--- config.mk ---
export PLATFORM = sky130hd
export DESIGN_NAME = crAddr_flat
export DESIGN_NICKNAME = d
export VERILOG_FILES = /design/src/verilog/mseqUwordPkg.sv /design/src/verilog/diagRegs.sv /design/src/verilog/sbrStack.sv /design/src/verilog/crAddr.sv /design/src/flat_wrapper.sv
export VERILOG_INCLUDE_DIRS = /design/src /design/src/verilog
export SDC_FILE = /design/constraint.sdc
export NUM_CORES = 1
export LEC_CHECK = 0
export BUFFER_PORTS_ARGS = -buffer_cell sky130_fd_sc_hd__clkbuf_2
export CAP_MARGIN = 20
export CORE_MARGIN = 8
export CORE_UTILIZATION = 36
export DETAILED_ROUTE_END_ITERATION = 8
export PLACE_DENSITY = 0.84
export SLEW_MARGIN = 5
export SYNTH_ARGS = -nofsm -noshare
export SYNTH_HDL_FRONTEND = slang
export SYNTH_SLANG_ARGS = --single-unit
--- constraint.sdc ---
create_clock -name CLK -period 3.1 [get_ports CLK]
set_input_delay 0.465 -clock CLK [delete_from_list [all_inputs] [get_ports CLK]]
set_output_delay 0.465 -clock CLK [all_outputs]
set_load 0.01 [all_outputs]
--- src/verilog/mseq_settings.svh ---
`ifndef MSEQ_SETTINGS_SVH
`define MSEQ_SETTINGS_SVH

//////////////////////////////////////////////////////////////////////
// Sequencer sizing
//////////////////////////////////////////////////////////////////////

// Control-RAM address width, 2K words
`define MSEQ_ADR_W 11

// Number of control-store words
`define MSEQ_CRAM_WORDS (1 << `MSEQ_ADR_W)

// Subroutine stack entries
`define MSEQ_STACK_DEPTH 16

// Stack pointer width
`define MSEQ_SP_W $clog2(`MSEQ_STACK_DEPTH)

// Diagnostic data path is one byte wide
`define MSEQ_DIAG_W 8

`endif
--- src/verilog/mseqUwordPkg.sv ---
`include "mseq_settings.svh"

package mseqUwordPkg;

  //////////////////////////////////////////////////////////////////////
  // Dispatch source select
  //////////////////////////////////////////////////////////////////////

  // Codes 5 to 7 are unused and behave like DISP_NONE
  typedef enum logic [2:0] {
    DISP_NONE = 3'd0,
    // Selected condIn bit into address bit 0
    DISP_SKIP = 3'd1,
    // Instruction dispatch nibble into bits 4..1
    DISP_IRJ  = 3'd2,
    // Top of call/return stack
    DISP_RET  = 3'd3,
    // Diagnostic address register
    DISP_DIAG = 3'd4
  } dispCode_t;

  //////////////////////////////////////////////////////////////////////
  // Microword layout, 24 bits
  //////////////////////////////////////////////////////////////////////

  // Bits 23..13 jump, 12..10 disp, 9 call, 8..6 cond, 5..0 uOut
  typedef struct packed {
    // Base of next address
    logic [`MSEQ_ADR_W-1:0] jump;
    dispCode_t              disp;
    // Push current address on the stack
    logic                   call;
    // Skip condition select
    logic [2:0]             cond;
    // Control bits to the rest of the machine
    logic [5:0]             uOut;
  } uword_t;

endpackage

--- src/verilog/diagRegs.sv ---
`timescale 1ns/10ps
`include "mseq_settings.svh"

// Diagnostic block to sequencer and control store
interface diagIf
  import mseqUwordPkg::*;
();
  logic [`MSEQ_ADR_W-1:0] diagAdr;
  // Commit strobe, one cycle
  logic                   wrEn;
  logic [`MSEQ_ADR_W-1:0] wrAdr;
  uword_t                 wrWord;

  modport regs (output diagAdr, output wrEn, output wrAdr, output wrWord);
  modport seq (input diagAdr);
  modport store (input wrEn, input wrAdr, input wrWord);
endinterface


--- src/verilog/sbrStack.sv ---
`timescale 1ns/10ps
`include "mseq_settings.svh"

// Sequencer to stack link
interface sbrIf;
  logic                   push;
  logic                   pop;
  logic [`MSEQ_ADR_W-1:0] pushAdr;
  // Registered top of stack
  logic [`MSEQ_ADR_W-1:0] retAdr;

  modport seq (output push, output pop, output pushAdr, input retAdr);
  modport stack (input push, input pop, input pushAdr, output retAdr);
endinterface


--- src/verilog/crAddr.sv ---
`timescale 1ns/10ps
`include "mseq_settings.svh"

// Control-RAM address sequencer
// Next address = jump field OR one dispatch source, or 7FF on force
module crAddr
  import mseqUwordPkg::*;
(
  input  logic                   CLK,
  input  logic                   rstN,
  input  logic                   run,
  input  logic                   forceAdr,
  input  logic [7:0]             condIn,
  input  logic [3:0]             irJ,
  input  uword_t                 uw,
  sbrIf.seq                      sbr,
  diagIf.seq                     diag,
  output logic [`MSEQ_ADR_W-1:0] crAdr,
  output logic                   dispParity
);

  // Sequencer steps this cycle
  logic advance;
  // Microword asks for a return
  logic isRet;
  // Condition bit chosen by the cond field
  logic skipBit;
  // Dispatch source ORed into the jump field
  logic [`MSEQ_ADR_W-1:0] dispMux;
  logic [`MSEQ_ADR_W-1:0] nextAdr;

  // Force steps even with run low
  assign advance = run | forceAdr;
  assign isRet   = (uw.disp == DISP_RET);
  assign skipBit = condIn[uw.cond];

  //////////////////////////////////////////////////////////////////////
  // Dispatch mux
  //////////////////////////////////////////////////////////////////////

  always_comb begin
    dispMux = '0;
    case (uw.disp)
      DISP_SKIP: begin
        // Skip lands in bit 0 only
        dispMux[0] = skipBit;
      end
      DISP_IRJ: begin
        // Nibble dispatch, 2-word spacing
        dispMux[4:1] = irJ;
      end
      DISP_RET: begin
        dispMux = sbr.retAdr;
      end
      DISP_DIAG: begin
        dispMux = diag.diagAdr;
      end
      default: begin
        // DISP_NONE and unused codes
        dispMux = '0;
      end
    endcase
  end

  // Force overrides everything
  assign nextAdr = forceAdr ? '1 : (uw.jump | dispMux);

  //////////////////////////////////////////////////////////////////////
  // Stack control
  //////////////////////////////////////////////////////////////////////

  // Call pushes the address of the calling word
  // Force also pushes, it counts as a call
  assign sbr.push    = advance & (uw.call | forceAdr);
  // Force raises pop too so the stack sees a reload
  // a call bit on a return word makes it a plain push
  assign sbr.pop     = advance & (forceAdr | (isRet & ~uw.call));
  assign sbr.pushAdr = crAdr;

  //////////////////////////////////////////////////////////////////////
  // Address register
  //////////////////////////////////////////////////////////////////////

  always_ff @(posedge CLK) begin
    if (!rstN) begin
      crAdr <= '0;
    end else if (advance) begin
      crAdr <= nextAdr;
    end
  end

  // Parity over call and dispatch bits, for diagnostics
  assign dispParity = ^{uw.call, uw.disp};

endmodule

--- src/flat_wrapper.sv ---
// flat-port wrapper written by rule: the top's interface ports become plain ports
module crAddr_flat import mseqUwordPkg::*;
  (CLK, rstN, run, forceAdr, condIn, irJ, uw, crAdr, dispParity, sbr_push, sbr_pop, sbr_pushAdr, sbr_retAdr, diag_diagAdr);
  sbrIf sbr_i ();
  diagIf diag_i ();
  input  logic CLK;
  input  logic rstN;
  input  logic run;
  input  logic forceAdr;
  input  logic [7:0] condIn;
  input  logic [3:0] irJ;
  input  uword_t uw;
  output logic [`MSEQ_ADR_W-1:0] crAdr;
  output logic dispParity;
  output wire logic [$bits(sbr_i.push)-1:0] sbr_push;
  output wire logic [$bits(sbr_i.pop)-1:0] sbr_pop;
  output wire logic [$bits(sbr_i.pushAdr)-1:0] sbr_pushAdr;
  input wire logic [$bits(sbr_i.retAdr)-1:0] sbr_retAdr;
  input wire logic [$bits(diag_i.diagAdr)-1:0] diag_diagAdr;
  assign sbr_push = sbr_i.push;
  assign sbr_pop = sbr_i.pop;
  assign sbr_pushAdr = sbr_i.pushAdr;
  assign sbr_i.retAdr = sbr_retAdr;
  assign diag_i.diagAdr = diag_diagAdr;
  crAddr u_core (.CLK(CLK), .rstN(rstN), .run(run), .forceAdr(forceAdr), .condIn(condIn), .irJ(irJ), .uw(uw), .sbr(sbr_i), .diag(diag_i), .crAdr(crAdr), .dispParity(dispParity));
endmodule
* Yosys cells after proc, flatten, opt, wreduce, memory -nomap -nowiden *
Cells that the tools add are included.
W data, S select, Z words.

operators by class
  multiplexer cells = 6
  $lt $le $gt $ge = 1
  bitwise logic cells = 8
  equal/unequal tests = 4
  reduce and logical (&&, ||, !) cells = 1

operators by type and width
  cell                  count
  $pmux W4 S3           1
  $pmux W6 S2           1
  $mux W11              1
  $or A11 B11 Y11       1
  $eq A3 B2 Y1 const B  2
  $lt A3 B4 Y1 const B  1
  $reduce_xor A4 Y1     1
  $and A1 B1 Y1         3
  $bmux W1 S3           1
  $eq A3 B1 Y1 const B  1
  $eq A3 B3 Y1 const B  1
  $or A1 B1 Y1          3
  $pmux W1 S3           1
  $mux W1               1
  $not A1 Y1            1

word-level totals
  flip-flop bits (word level) = 11
  logic and storage cells = 21
  input bits = 62
  output and inout bits = 25

* Depth between registers and ports, before layout *
Gate-level depths: netlist of run 1.

  word-level depth = 5
  gate-level depth with buffers = 6
  depth with buffers taken out = 6

* Worst setup path before layout of run 1 *
OpenSTA, ideal clock, no wires.

  path kind = in2out
  from = input uw[10] (netlist bit)
  to = output sbr_pop
  stages = 4
  required time = 2.635 ns
  setup slack = 1.441 ns
  arrival = 1.194 ns
  buffers on the path = 1
  cell sequence = ha_1 -> nor2b_1 -> buf_2 -> a31o_2

on the way
  longest elaborated chain between the ends = 4

ends and longest elaborated chain
  what                RTL line            text
  start: declaration  flat_wrapper.sv:12  input uword_t uw;
  $eq A3 B2 Y1        crAddr.sv:34        assign isRet = (uw.disp == DISP_RET);
  $and A1 B1 Y1       crAddr.sv:77        assign sbr.pop = advance & (forceAdr | (isRet & ~uw.call));
  $or A1 B1 Y1        crAddr.sv:77
  $and A1 B1 Y1       crAddr.sv:77
  end: declaration    flat_wrapper.sv:16  output wire logic [$bits(sbr_i.pop)-1:0] sbr_pop;

No other way between the ends.

* Final worst setup path of run 1 *
Same ends and word-level chain as after synthesis.

==> impl_metrics.py, run 1 <==
metrics = {
    "run_status": {
        "outcome": "completed",
    },
    "synthesis": {
        "syn_area_sq_um": 779.5,
        "syn_inst": 95,
        "synth_flop_cell": "dfxtp_1",
        "yosysTopAreaCell": "dfxtp_1",
        "synthArstFlopShare_pct": 0,
        "synthDistinctLibCells": 26,
        "ys_seq_area_share_pct": 28.25,
        "synth-seq-cells": 11,
        "synth_common_cells": "buf_4 (11), dfxtp_1 (11), o21ai_0 (11)",
        "syn_avg_cell_area_sq_um": 8.205,
        "yosys.area.top_type_share_pct": 28.25,
        "syn_nets": 161,
        "netlist_top_cells_area": "dfxtp_1 (28%), buf_4 (11%), a211oi_1 (9.6%)",
        "synth_edf_count": 0,
        "yosys_warnings": 0,
    },
    "power_and_ir_drop": {
        "power.switching_mw": 0.1142,
        "pwr_density_cell_nw_per_um2": 333.9,
        "vdd_drop_max_mv": 0.1470,
        "p_comb_share_pct": 32.8,
        "p_sw_share_pct": 30.18,
        "p_int_mw": 0.2642,
        "p_leak_nw": 0.5871,
        "power_frac_seq_pct": 42.8,
        "p_clk_share_pct": 24.4,
    },
    "setup_path": {
        "crit_path_cell_trace": "clkbuf_2 > ha_1 > nor2b_1 > a31o_2 > clkbuf_2",
        "rr_worst_depth": 2,
        "crit_slowest_cell": "nor2b_1",
        "critical_path.max_fanout": 12,
        "arrival_ns": 1.80,
        "cp_common_cell": "clkbuf_2",
        "cp.required_ns": 2.63,
        "crit_path_max_incr_delay_ns": 0.70,
        "cp-end-kind": "output port",
        "startpoint_type": "input pin",
        "crit_type": "in -> out",
    },
    "timing": {
        "hold_viol": 0,
        "drv_slew": 0,
        "tns_ns": 0,
        "finalCritPeriodShare_pct": 72.97,
        "holdWs_ns": 0.4272,
        "setup_viol": 0,
        "setup_slack_ns": 0.8379,
        "rsz0062_at_grt": "false",
        "worst_pin_slew_ns": 0.8890,
        "fin_crit_ns": 2.262,
        "skew_ns": 0,
        "fmax_mhz": 442.1,
        "slew_headroom_pct": 40.61,
    },
    "job": {
        "maxCapViolations": 0,
    },
    "place": {
        "gp_congestion": 0.8064,
        "place_inst": 186,
        "place_hpwl_mm": 2.461,
        "place.port_buffers": 80,
        "postPlaceCellArea_sq_um": 1107,
        "pre_cts_slack_ns": 0.8157,
    },
    "drt": {
        "drt_iter0_drc": 87,
        "routed_wl_mm": 2.886,
        "wl_per_cell_um": 15.19,
        "via_per_inst": 5.105,
        "drc": 0,
        "antenna_left": 0,
        "num_vias": 970,
        "first_pass_iters": 4,
    },
    "die": {
        "start_util_pct": 36.65,
        "io_pins": 87,
        "design.die.area_sq_um": 3910,
        "rows": 17,
        "die_h_um": 62.53,
        "die_x_um": 62.53,
        "coreArea_sq_um": 2127,
    },
    "global_route": {
        "grt_max_degree": 13,
        "antenna_found_initial": 0,
        "grt_pass1_wl_mm": 4.616,
        "grt_pass1_vias": 1021,
        "groute.usage.overall_pct": 13.88,
        "grt_overflow": 0,
    },
    "clock_network": {
        "htreeDepth": 1,
        "clk_pin_slew_ns": 0.06,
        "numCtsBuffers": 3,
        "root_buffer": "clkbuf_4",
        "ctsHoldBuffers": 0,
        "post_cts_buffers": 0,
        "clock-sinks": 11,
        "clockBufferDepth": 2,
        "tritoncts": "done",
        "clk-insertion-delay-late_ns": 0.26,
        "ctsResizeCount": 0,
    },
    "finish": {
        "stdcell_count": 190,
        "area_growth_pct": 45.43,
        "regMostFlops": "u_core.crAdr",
        "nets": 229,
        "largest_reg_flops": 11,
        "final_design_area_no_fill_sq_um": 1134,
        "layout-drive-gt1-share_pct": 53.09,
        "fillers": 217,
        "antenna_cells": 0,
        "multiInputGateArea_sq_um": 436.7,
        "largestRegisters": "u_core.crAdr: 11 flops",
        "register_area_sq_um": 220.2,
    },
    "min_path": {
        "holdPathStages": 3,
        "hold_class": "in -> reg",
    },
}
-- final timing paths --
| path | start | end | slack [ns] |
|---|---|---|---|
| setup / recovery | uw[10] | sbr_pop | 0.84 |
| hold / removal | sbr_retAdr[9] | u_core.crAdr[9] | 0.43 |
| setup reg to reg | u_core.crAdr[1] | u_core.crAdr[1] | 2.39 |
| hold reg to reg | u_core.crAdr[9] | u_core.crAdr[9] | 0.56 |
-- per-layer routing --
metal | vias to the layer above | part of all wire (%) | GRT usage (%)
met5 | - | 0 | 0
met4 | 0 | 0.66 | 5.128
met3 | 2 | 9.0 | 5.376
met2 | 48 | 48 | 24.97
met1 | 444 | 42 | 14.14
li1 | 476 | - | -
-- per-stage QoR --
step / power, mW / utilization, %
floorplan: 0.2325 / -
global placement: 0.2861 / 52.06
detailed placement: 0.2902 / 52.06
CTS: 0.3858 / 53.29
global route: 0.4019 / 53.29
finish: 0.3785 / 53.29
-- final cells by class --
cell class | instances | share of cell area [%]
Inverter | 4 | 1.325
Multi-Input combinational cell | 63 | 38.52
Sequential cell | 11 | 19.43
Clock buffer | 4 | 2.318
Timing Repair Buffer | 80 | 35.32
Tap cell | 28 | 3.091
-- placed cells by master (no fill, tap or decap) --
master,n
xnor2_1,2
a211oi_1,10
and2_1,1
a311oi_1,1
o211ai_1,1
nor2_1,1
nand3b_1,1
nand2b_1,1
a31o_2,1
a32oi_1,4
mux4_2,1
clkbuf_2,80
nand2_1,6
mux2i_1,2
nor2b_1,2
a21oi_1,10
clkbuf_1,1
dfxtp_1,11
inv_1,4
a31oi_1,1
o21ai_0,11
ha_1,4
clkbuf_4,3
a22oi_1,1
a21o_1,1
or2_2,1
-- power by group through the flow --
stage | logic, mW | registers, mW | clock network (mW)
after global routing | 0.137 | 0.163 | 0.102
after global placement | 0.122 | 0.164 | 0
after floorplan | 0.0634 | 0.169 | 0
after CTS | 0.126 | 0.161 | 0.0982
after detailed placement | 0.126 | 0.165 | 0
final | 0.124 | 0.162 | 0.0924
-- logic make-up after synthesis --
group	count (synthesis)	synth area share (%)
XOR/XNOR	2	2.248
multiplexers	3	5.457
buffers and inverters	21	15.73
adder cells (fa/ha/maj)	4	6.421
AO/OA/AOI/OAI	41	33.55
AND/OR/NAND/NOR	13	8.348
flip-flops	11	28.25
-- worst max-delay path: cells and delay by family --
kind | cells | cell delay [ns]
simple gates | 1 | 0.70
fa+ha+maj | 1 | 0.14
buf+inv | 2 | 0.23
compound gates | 1 | 0.26
Power figures use the tool's default switching activity.
==> inputs of run 2 (changes only) <==
--- a/config.mk
+++ b/config.mk
@@ -9,9 +9,9 @@
 export BUFFER_PORTS_ARGS = -buffer_cell sky130_fd_sc_hd__clkbuf_2
 export CAP_MARGIN = 20
 export CORE_MARGIN = 8
-export CORE_UTILIZATION = 36
+export CORE_UTILIZATION = 33
 export DETAILED_ROUTE_END_ITERATION = 8
-export PLACE_DENSITY = 0.84
+export PLACE_DENSITY = 0.78
 export SLEW_MARGIN = 5
 export SYNTH_ARGS = -nofsm -noshare
 export SYNTH_HDL_FRONTEND = slang
==> constraint.sdc (replaced) <==
create_clock -name CLK -period 2.4 [get_ports CLK]
set_input_delay 0.36 -clock CLK [delete_from_list [all_inputs] [get_ports CLK]]
set_output_delay 0.36 -clock CLK [all_outputs]
set_load 0.01 [all_outputs]
==> run 2 against run 1 <==
Compared with the run above:
- combinational power is 29% higher
- flip-flop and latch count unchanged
- core utilization fell by 2.5 points
- clock power grew 37%
- design area unchanged
- worst hold slack got worse by 0.12 ns
- clock-buffer cell count did not move
- sequential power rose by 28%
==> impl_metrics.py, run 2 (synthesized netlist as in run 1, its figures left out) <==
metrics = {
    "finish": {
        "regMostFlops": "u_core.crAdr",
        "nets": 229,
        "area_growth_pct": 45.43,
        "largest_reg_flops": 11,
        "layout_commonest_cell": "clkbuf_2",
        "antenna_cells": 0,
        "layout-drive-gt1-share_pct": 53.09,
        "fin_util_pct": 50.76,
        "layout_common_cells": "clkbuf_2 (80), o21ai_0 (11), dfxtp_1 (11)",
        "largestRegisters": "u_core.crAdr: 11 flops",
    },
    "global_route": {
        "groute.usage.overall_pct": 13.56,
        "grt_pass1_wl_mm": 4.698,
        "grt_pass1_vias": 1069,
        "grt_max_degree": 13,
        "antenna_found_initial": 0,
        "grt_overflow": 0,
    },
    "clock_network": {
        "numCtsBuffers": 3,
        "ctsResizeCount": 0,
        "clock-sinks": 11,
        "htreeDepth": 1,
        "ctsHoldBuffers": 0,
        "post_cts_buffers": 0,
        "clk-insertion-delay-late_ns": 0.27,
        "root_buffer": "clkbuf_4",
        "clockBufferDepth": 2,
        "tritoncts": "done",
        "clk_pin_slew_ns": 0.08,
    },
    "timing": {
        "tns_ns": 0,
        "slew_headroom_pct": 39.07,
        "hold_viol": 0,
        "finalCritPeriodShare_pct": 86.37,
        "setup_viol": 0,
        "worst_pin_slew_ns": 0.9121,
        "fin_crit_ns": 2.073,
        "drv_slew": 0,
        "rsz0062_at_grt": "false",
        "fmax_mhz": 482.4,
        "skew_ns": 0,
    },
    "drt": {
        "first_pass_iters": 4,
        "drc": 0,
        "wl_per_cell_um": 15.11,
        "routed_wl_mm": 2.870,
        "antenna_left": 0,
        "via_per_inst": 4.947,
        "drt_iter0_drc": 18,
        "num_vias": 940,
    },
    "setup_path": {
        "cp_common_cell": "clkbuf_2",
        "cp_num_buf_inv": 2,
        "cp-end-kind": "output port",
        "crit_path_cell_trace": "clkbuf_2 > ha_1 > nor2b_1 > a31o_2 > clkbuf_2",
        "path_delay_family": "simple AND/OR/NAND/NOR gates",
        "cp.required_ns": 2.04,
        "crit_path_start": "uw[11]",
        "crit_path_max_incr_delay_ns": 0.72,
        "critical_path.max_fanout": 12,
        "crit_slowest_cell": "nor2b_1",
        "arrival_ns": 1.71,
        "crit_type": "in -> out",
        "startpoint_type": "input pin",
        "r2r_start": "u_core.crAdr[4]",
    },
    "power_and_ir_drop": {
        "pwr_density_cell_nw_per_um2": 437.0,
        "vdd_drop_max_mv": 0.2042,
        "p_leak_nw": 0.5871,
    },
    "place": {
        "place.port_buffers": 80,
        "gp_congestion": 0.7669,
        "place_hpwl_mm": 2.450,
    },
    "die": {
        "start_util_pct": 34.90,
        "die_h_um": 64.60,
        "io_pins": 87,
        "coreArea_sq_um": 2233,
        "die_x_um": 64.60,
        "rows": 17,
        "design.die.area_sq_um": 4173,
    },
    "run_status": {
        "outcome": "completed",
    },
    "min_path": {
        "hold_class": "in -> reg",
        "min_from": "sbr_retAdr[5]",
    },
    "job": {
        "maxCapViolations": 0,
    },
}
## run 2: cell counts in the layout (fill, tap and decap cells not counted)
Identical to the previous run, type by type.
## run 2: worst min-delay path, cell delays in order
cell      delay [ns]
clkbuf_2        0.08
nand2_1         0.04
a21oi_1         0.05
## run 2: layout make-up
class | count | area [sq um]
fill | 222 | 1100
timing repair buffer | 80 | 400.4
clock buffer | 4 | 26.28
sequential | 11 | 220.2
tap | 28 | 35.03
multi-input combinational | 63 | 436.7
inverter | 4 | 15.01
## run 2: worst paths after layout
kind                       to  slack, ns  depth (start not counted)
min reg2reg  u_core.crAdr[10]       0.56                          2
max                   sbr_pop       0.33                          5
max reg2reg   u_core.crAdr[4]       1.69                          2
min           u_core.crAdr[5]       0.30                          3
## run 2: per-layer routing
metal / vias up / wire, um / global-route usage [%]
met5: - / 0 / 0
met1: 404 / 1146 / 14.72
met4: 0 / 42 / 6.540
met2: 60 / 1267 / 21.74
met3: 4 / 415 / 6.529
li1: 472 / - / -
## run 2: through the flow
stage               power, mW  instances  worst slack, ns  area, sq um  hold WS, ns
floorplan              0.3003         95           0.9508        779.5       0.4941
global placement       0.3687        186           0.3902         1107       0.5381
detailed placement     0.3746        186           0.3083         1107       0.5566
CTS                    0.5032        190           0.3072         1134       0.2987
global route           0.5293        190           0.2216         1134       0.3097
finish                 0.4953        190           0.3271         1134       0.3023
## run 2: report_power, final
| group | leakage (nW) | internal (mW) | total [mW] | switching (mW) |
|---|---|---|---|---|
| Combinational | 0.480 | 0.0793 | 0.160 | 0.0807 |
| Sequential | 0.0925 | 0.198 | 0.208 | 0.0102 |
| Clock | 0.0150 | 0.0642 | 0.127 | 0.0631 |
| Total | 0.587 | 0.341 | 0.495 | 0.154 |
==> inputs of run 3 (changes only) <==
--- a/config.mk
+++ b/config.mk
@@ -11,7 +11,7 @@
 export CORE_MARGIN = 8
 export CORE_UTILIZATION = 33
 export DETAILED_ROUTE_END_ITERATION = 8
-export PLACE_DENSITY = 0.78
+export PLACE_DENSITY_LB_ADDON = 0.08
 export SLEW_MARGIN = 5
 export SYNTH_ARGS = -nofsm -noshare
 export SYNTH_HDL_FRONTEND = slang
==> run 3 against run 2 <==
Compared with the run above:
- non-clock buffer count grew 1
- cell count up 0.53%
- clock power is 3% lower
- core utilization grew 0.34 points
- worst setup slack better by 0.56 ns
- global-route usage is 0.39 points lower
- routed wire length shrank 5.8%
- clock skew unchanged
- clock-buffer cell count unchanged
- critical endpoint unchanged
- largest power group unchanged
==> impl_metrics.py, run 3 (synthesized netlist as in run 1, its figures left out) <==
metrics = {
    "run_status": {
        "outcome": "completed",
    },
    "clock_network": {
        "tritoncts": "done",
        "ctsResizeCount": 0,
        "clock-sinks": 11,
        "numCtsBuffers": 3,
        "htreeDepth": 1,
        "clk-insertion-delay-late_ns": 0.26,
        "clockBufferDepth": 2,
        "clk_pin_slew_ns": 0.07,
        "ctsHoldBuffers": 0,
        "root_buffer": "clkbuf_4",
        "post_cts_buffers": 0,
    },
    "timing": {
        "slew_headroom_pct": 67.73,
        "rsz0062_at_grt": "false",
        "setup_slack_ns": 0.8858,
        "drv_slew": 0,
        "skew_ns": 0,
        "fmax_mhz": 660.4,
        "fin_crit_ns": 1.514,
        "tns_ns": 0,
        "holdWs_ns": 0.3146,
        "setup_viol": 0,
        "worst_pin_slew_ns": 0.4840,
        "finalCritPeriodShare_pct": 63.09,
        "hold_viol": 0,
    },
    "place": {
        "postPlaceCellArea_sq_um": 1115,
        "pre_cts_slack_ns": 0.8414,
        "place_hpwl_mm": 2.296,
        "place.port_buffers": 80,
        "gp_congestion": 0.7531,
    },
    "finish": {
        "area_growth_pct": 46.39,
        "regMostFlops": "u_core.crAdr",
        "layout_commonest_cell": "clkbuf_2",
        "layout-drive-gt1-share_pct": 53.37,
        "largestRegisters": "u_core.crAdr: 11 flops",
        "antenna_cells": 0,
        "layout_common_cells": "clkbuf_2 (80), o21ai_0 (11), dfxtp_1 (11)",
        "largest_reg_flops": 11,
        "nets": 230,
        "final_design_area_no_fill_sq_um": 1141,
    },
    "setup_path": {
        "cp-end-kind": "output port",
        "crit_type": "in -> out",
        "r2r_end": "u_core.crAdr[6]",
        "critical_path.max_fanout": 3,
        "startpoint_type": "input pin",
        "rr_worst_depth": 2,
        "reg2reg_slack_ns": 1.72,
        "arrival_ns": 1.15,
        "cp.required_ns": 2.04,
        "r2r_start": "u_core.crAdr[6]",
    },
    "power_and_ir_drop": {
        "vdd_drop_max_mv": 0.2177,
        "p_leak_nw": 0.5923,
        "pwr_density_cell_nw_per_um2": 429.1,
        "power_mw": 0.4897,
    },
    "job": {
        "maxCapViolations": 0,
    },
    "drt": {
        "first_pass_iters": 3,
        "m1WireLength_mm": 1.119,
        "antenna_left": 0,
        "via_per_inst": 4.827,
        "wl_met2_mm": 1.264,
        "drt_iter0_drc": 20,
        "wl_per_cell_um": 14.15,
        "routed.top_layer": "met4",
        "num_vias": 922,
        "wl_met3_um": 285,
        "drc": 0,
        "routed_wl_mm": 2.703,
    },
    "global_route": {
        "grt_pass1_wl_mm": 4.498,
        "antenna_found_initial": 0,
        "grt_pass1_vias": 1020,
        "grt_max_degree": 12,
        "grt_overflow": 0,
        "groute.usage.overall_pct": 13.17,
    },
    "min_path": {
        "min_from": "sbr_retAdr[8]",
        "hold_end": "u_core.crAdr[8]",
        "hold_class": "in -> reg",
        "holdPathStages": 3,
    },
    "die": {
        "die_h_um": 64.60,
        "design.die.area_sq_um": 4173,
        "die_x_um": 64.60,
        "coreArea_sq_um": 2233,
        "io_pins": 87,
        "rows": 17,
        "start_util_pct": 34.90,
    },
}
[run 3: cell types whose count changed in the layout (fill, tap and decap cells not counted)]
cell,before,now
buf_4,0,1
[run 3: where the power goes]
| group | total, mW | switching [mW] | internal [mW] |
|---|---|---|---|
| sequential | 0.208 | 0.0106 | 0.198 |
| clock | 0.123 | 0.0587 | 0.0642 |
| combinational | 0.158 | 0.0784 | 0.0800 |
[run 3: area by class of cell]
type                       count  area [sq um]
clock buffer                   4         26.28
fill                         247          1092
inverter                       4         15.01
multi-input combinational     63         436.7
sequential                    11         220.2
tap                           28         35.03
timing repair buffer          81         407.9
[run 3: metrics by stage]
stage | util (%) | instances
floorplan | - | 95
global route | 51.09 | 191
detailed placement | 49.92 | 187
finish | 51.09 | 191
global placement | 49.92 | 187
CTS | 51.09 | 191
[run 3: critical path: stages]
cell and delay, ns:
clkbuf_2 0.11, ha_1 0.18, nor2b_1 0.14, a31o_2 0.24, clkbuf_2 0.12
[run 3: layer usage]
layer / up-vias / GRT usage [%]
met1: 397 / 14.41
met3: 2 / 4.983
met2: 48 / 21.49
li1: 475 / -
met4: 0 / 7.357
met5: - / 0
[run 3: how the worst max path moves through the flow]
stage           start               to  slack (ns)
2_1_floorplan  uw[10]          sbr_pop        0.95
6_report       uw[10]          sbr_pop        0.89
3_5_place_dp   uw[10]  u_core.crAdr[7]        0.84
5_1_grt        uw[10]       dispParity        0.82
3_3_place_gp   uw[10]          sbr_pop        0.89
4_1_cts        uw[10]          sbr_pop        0.88
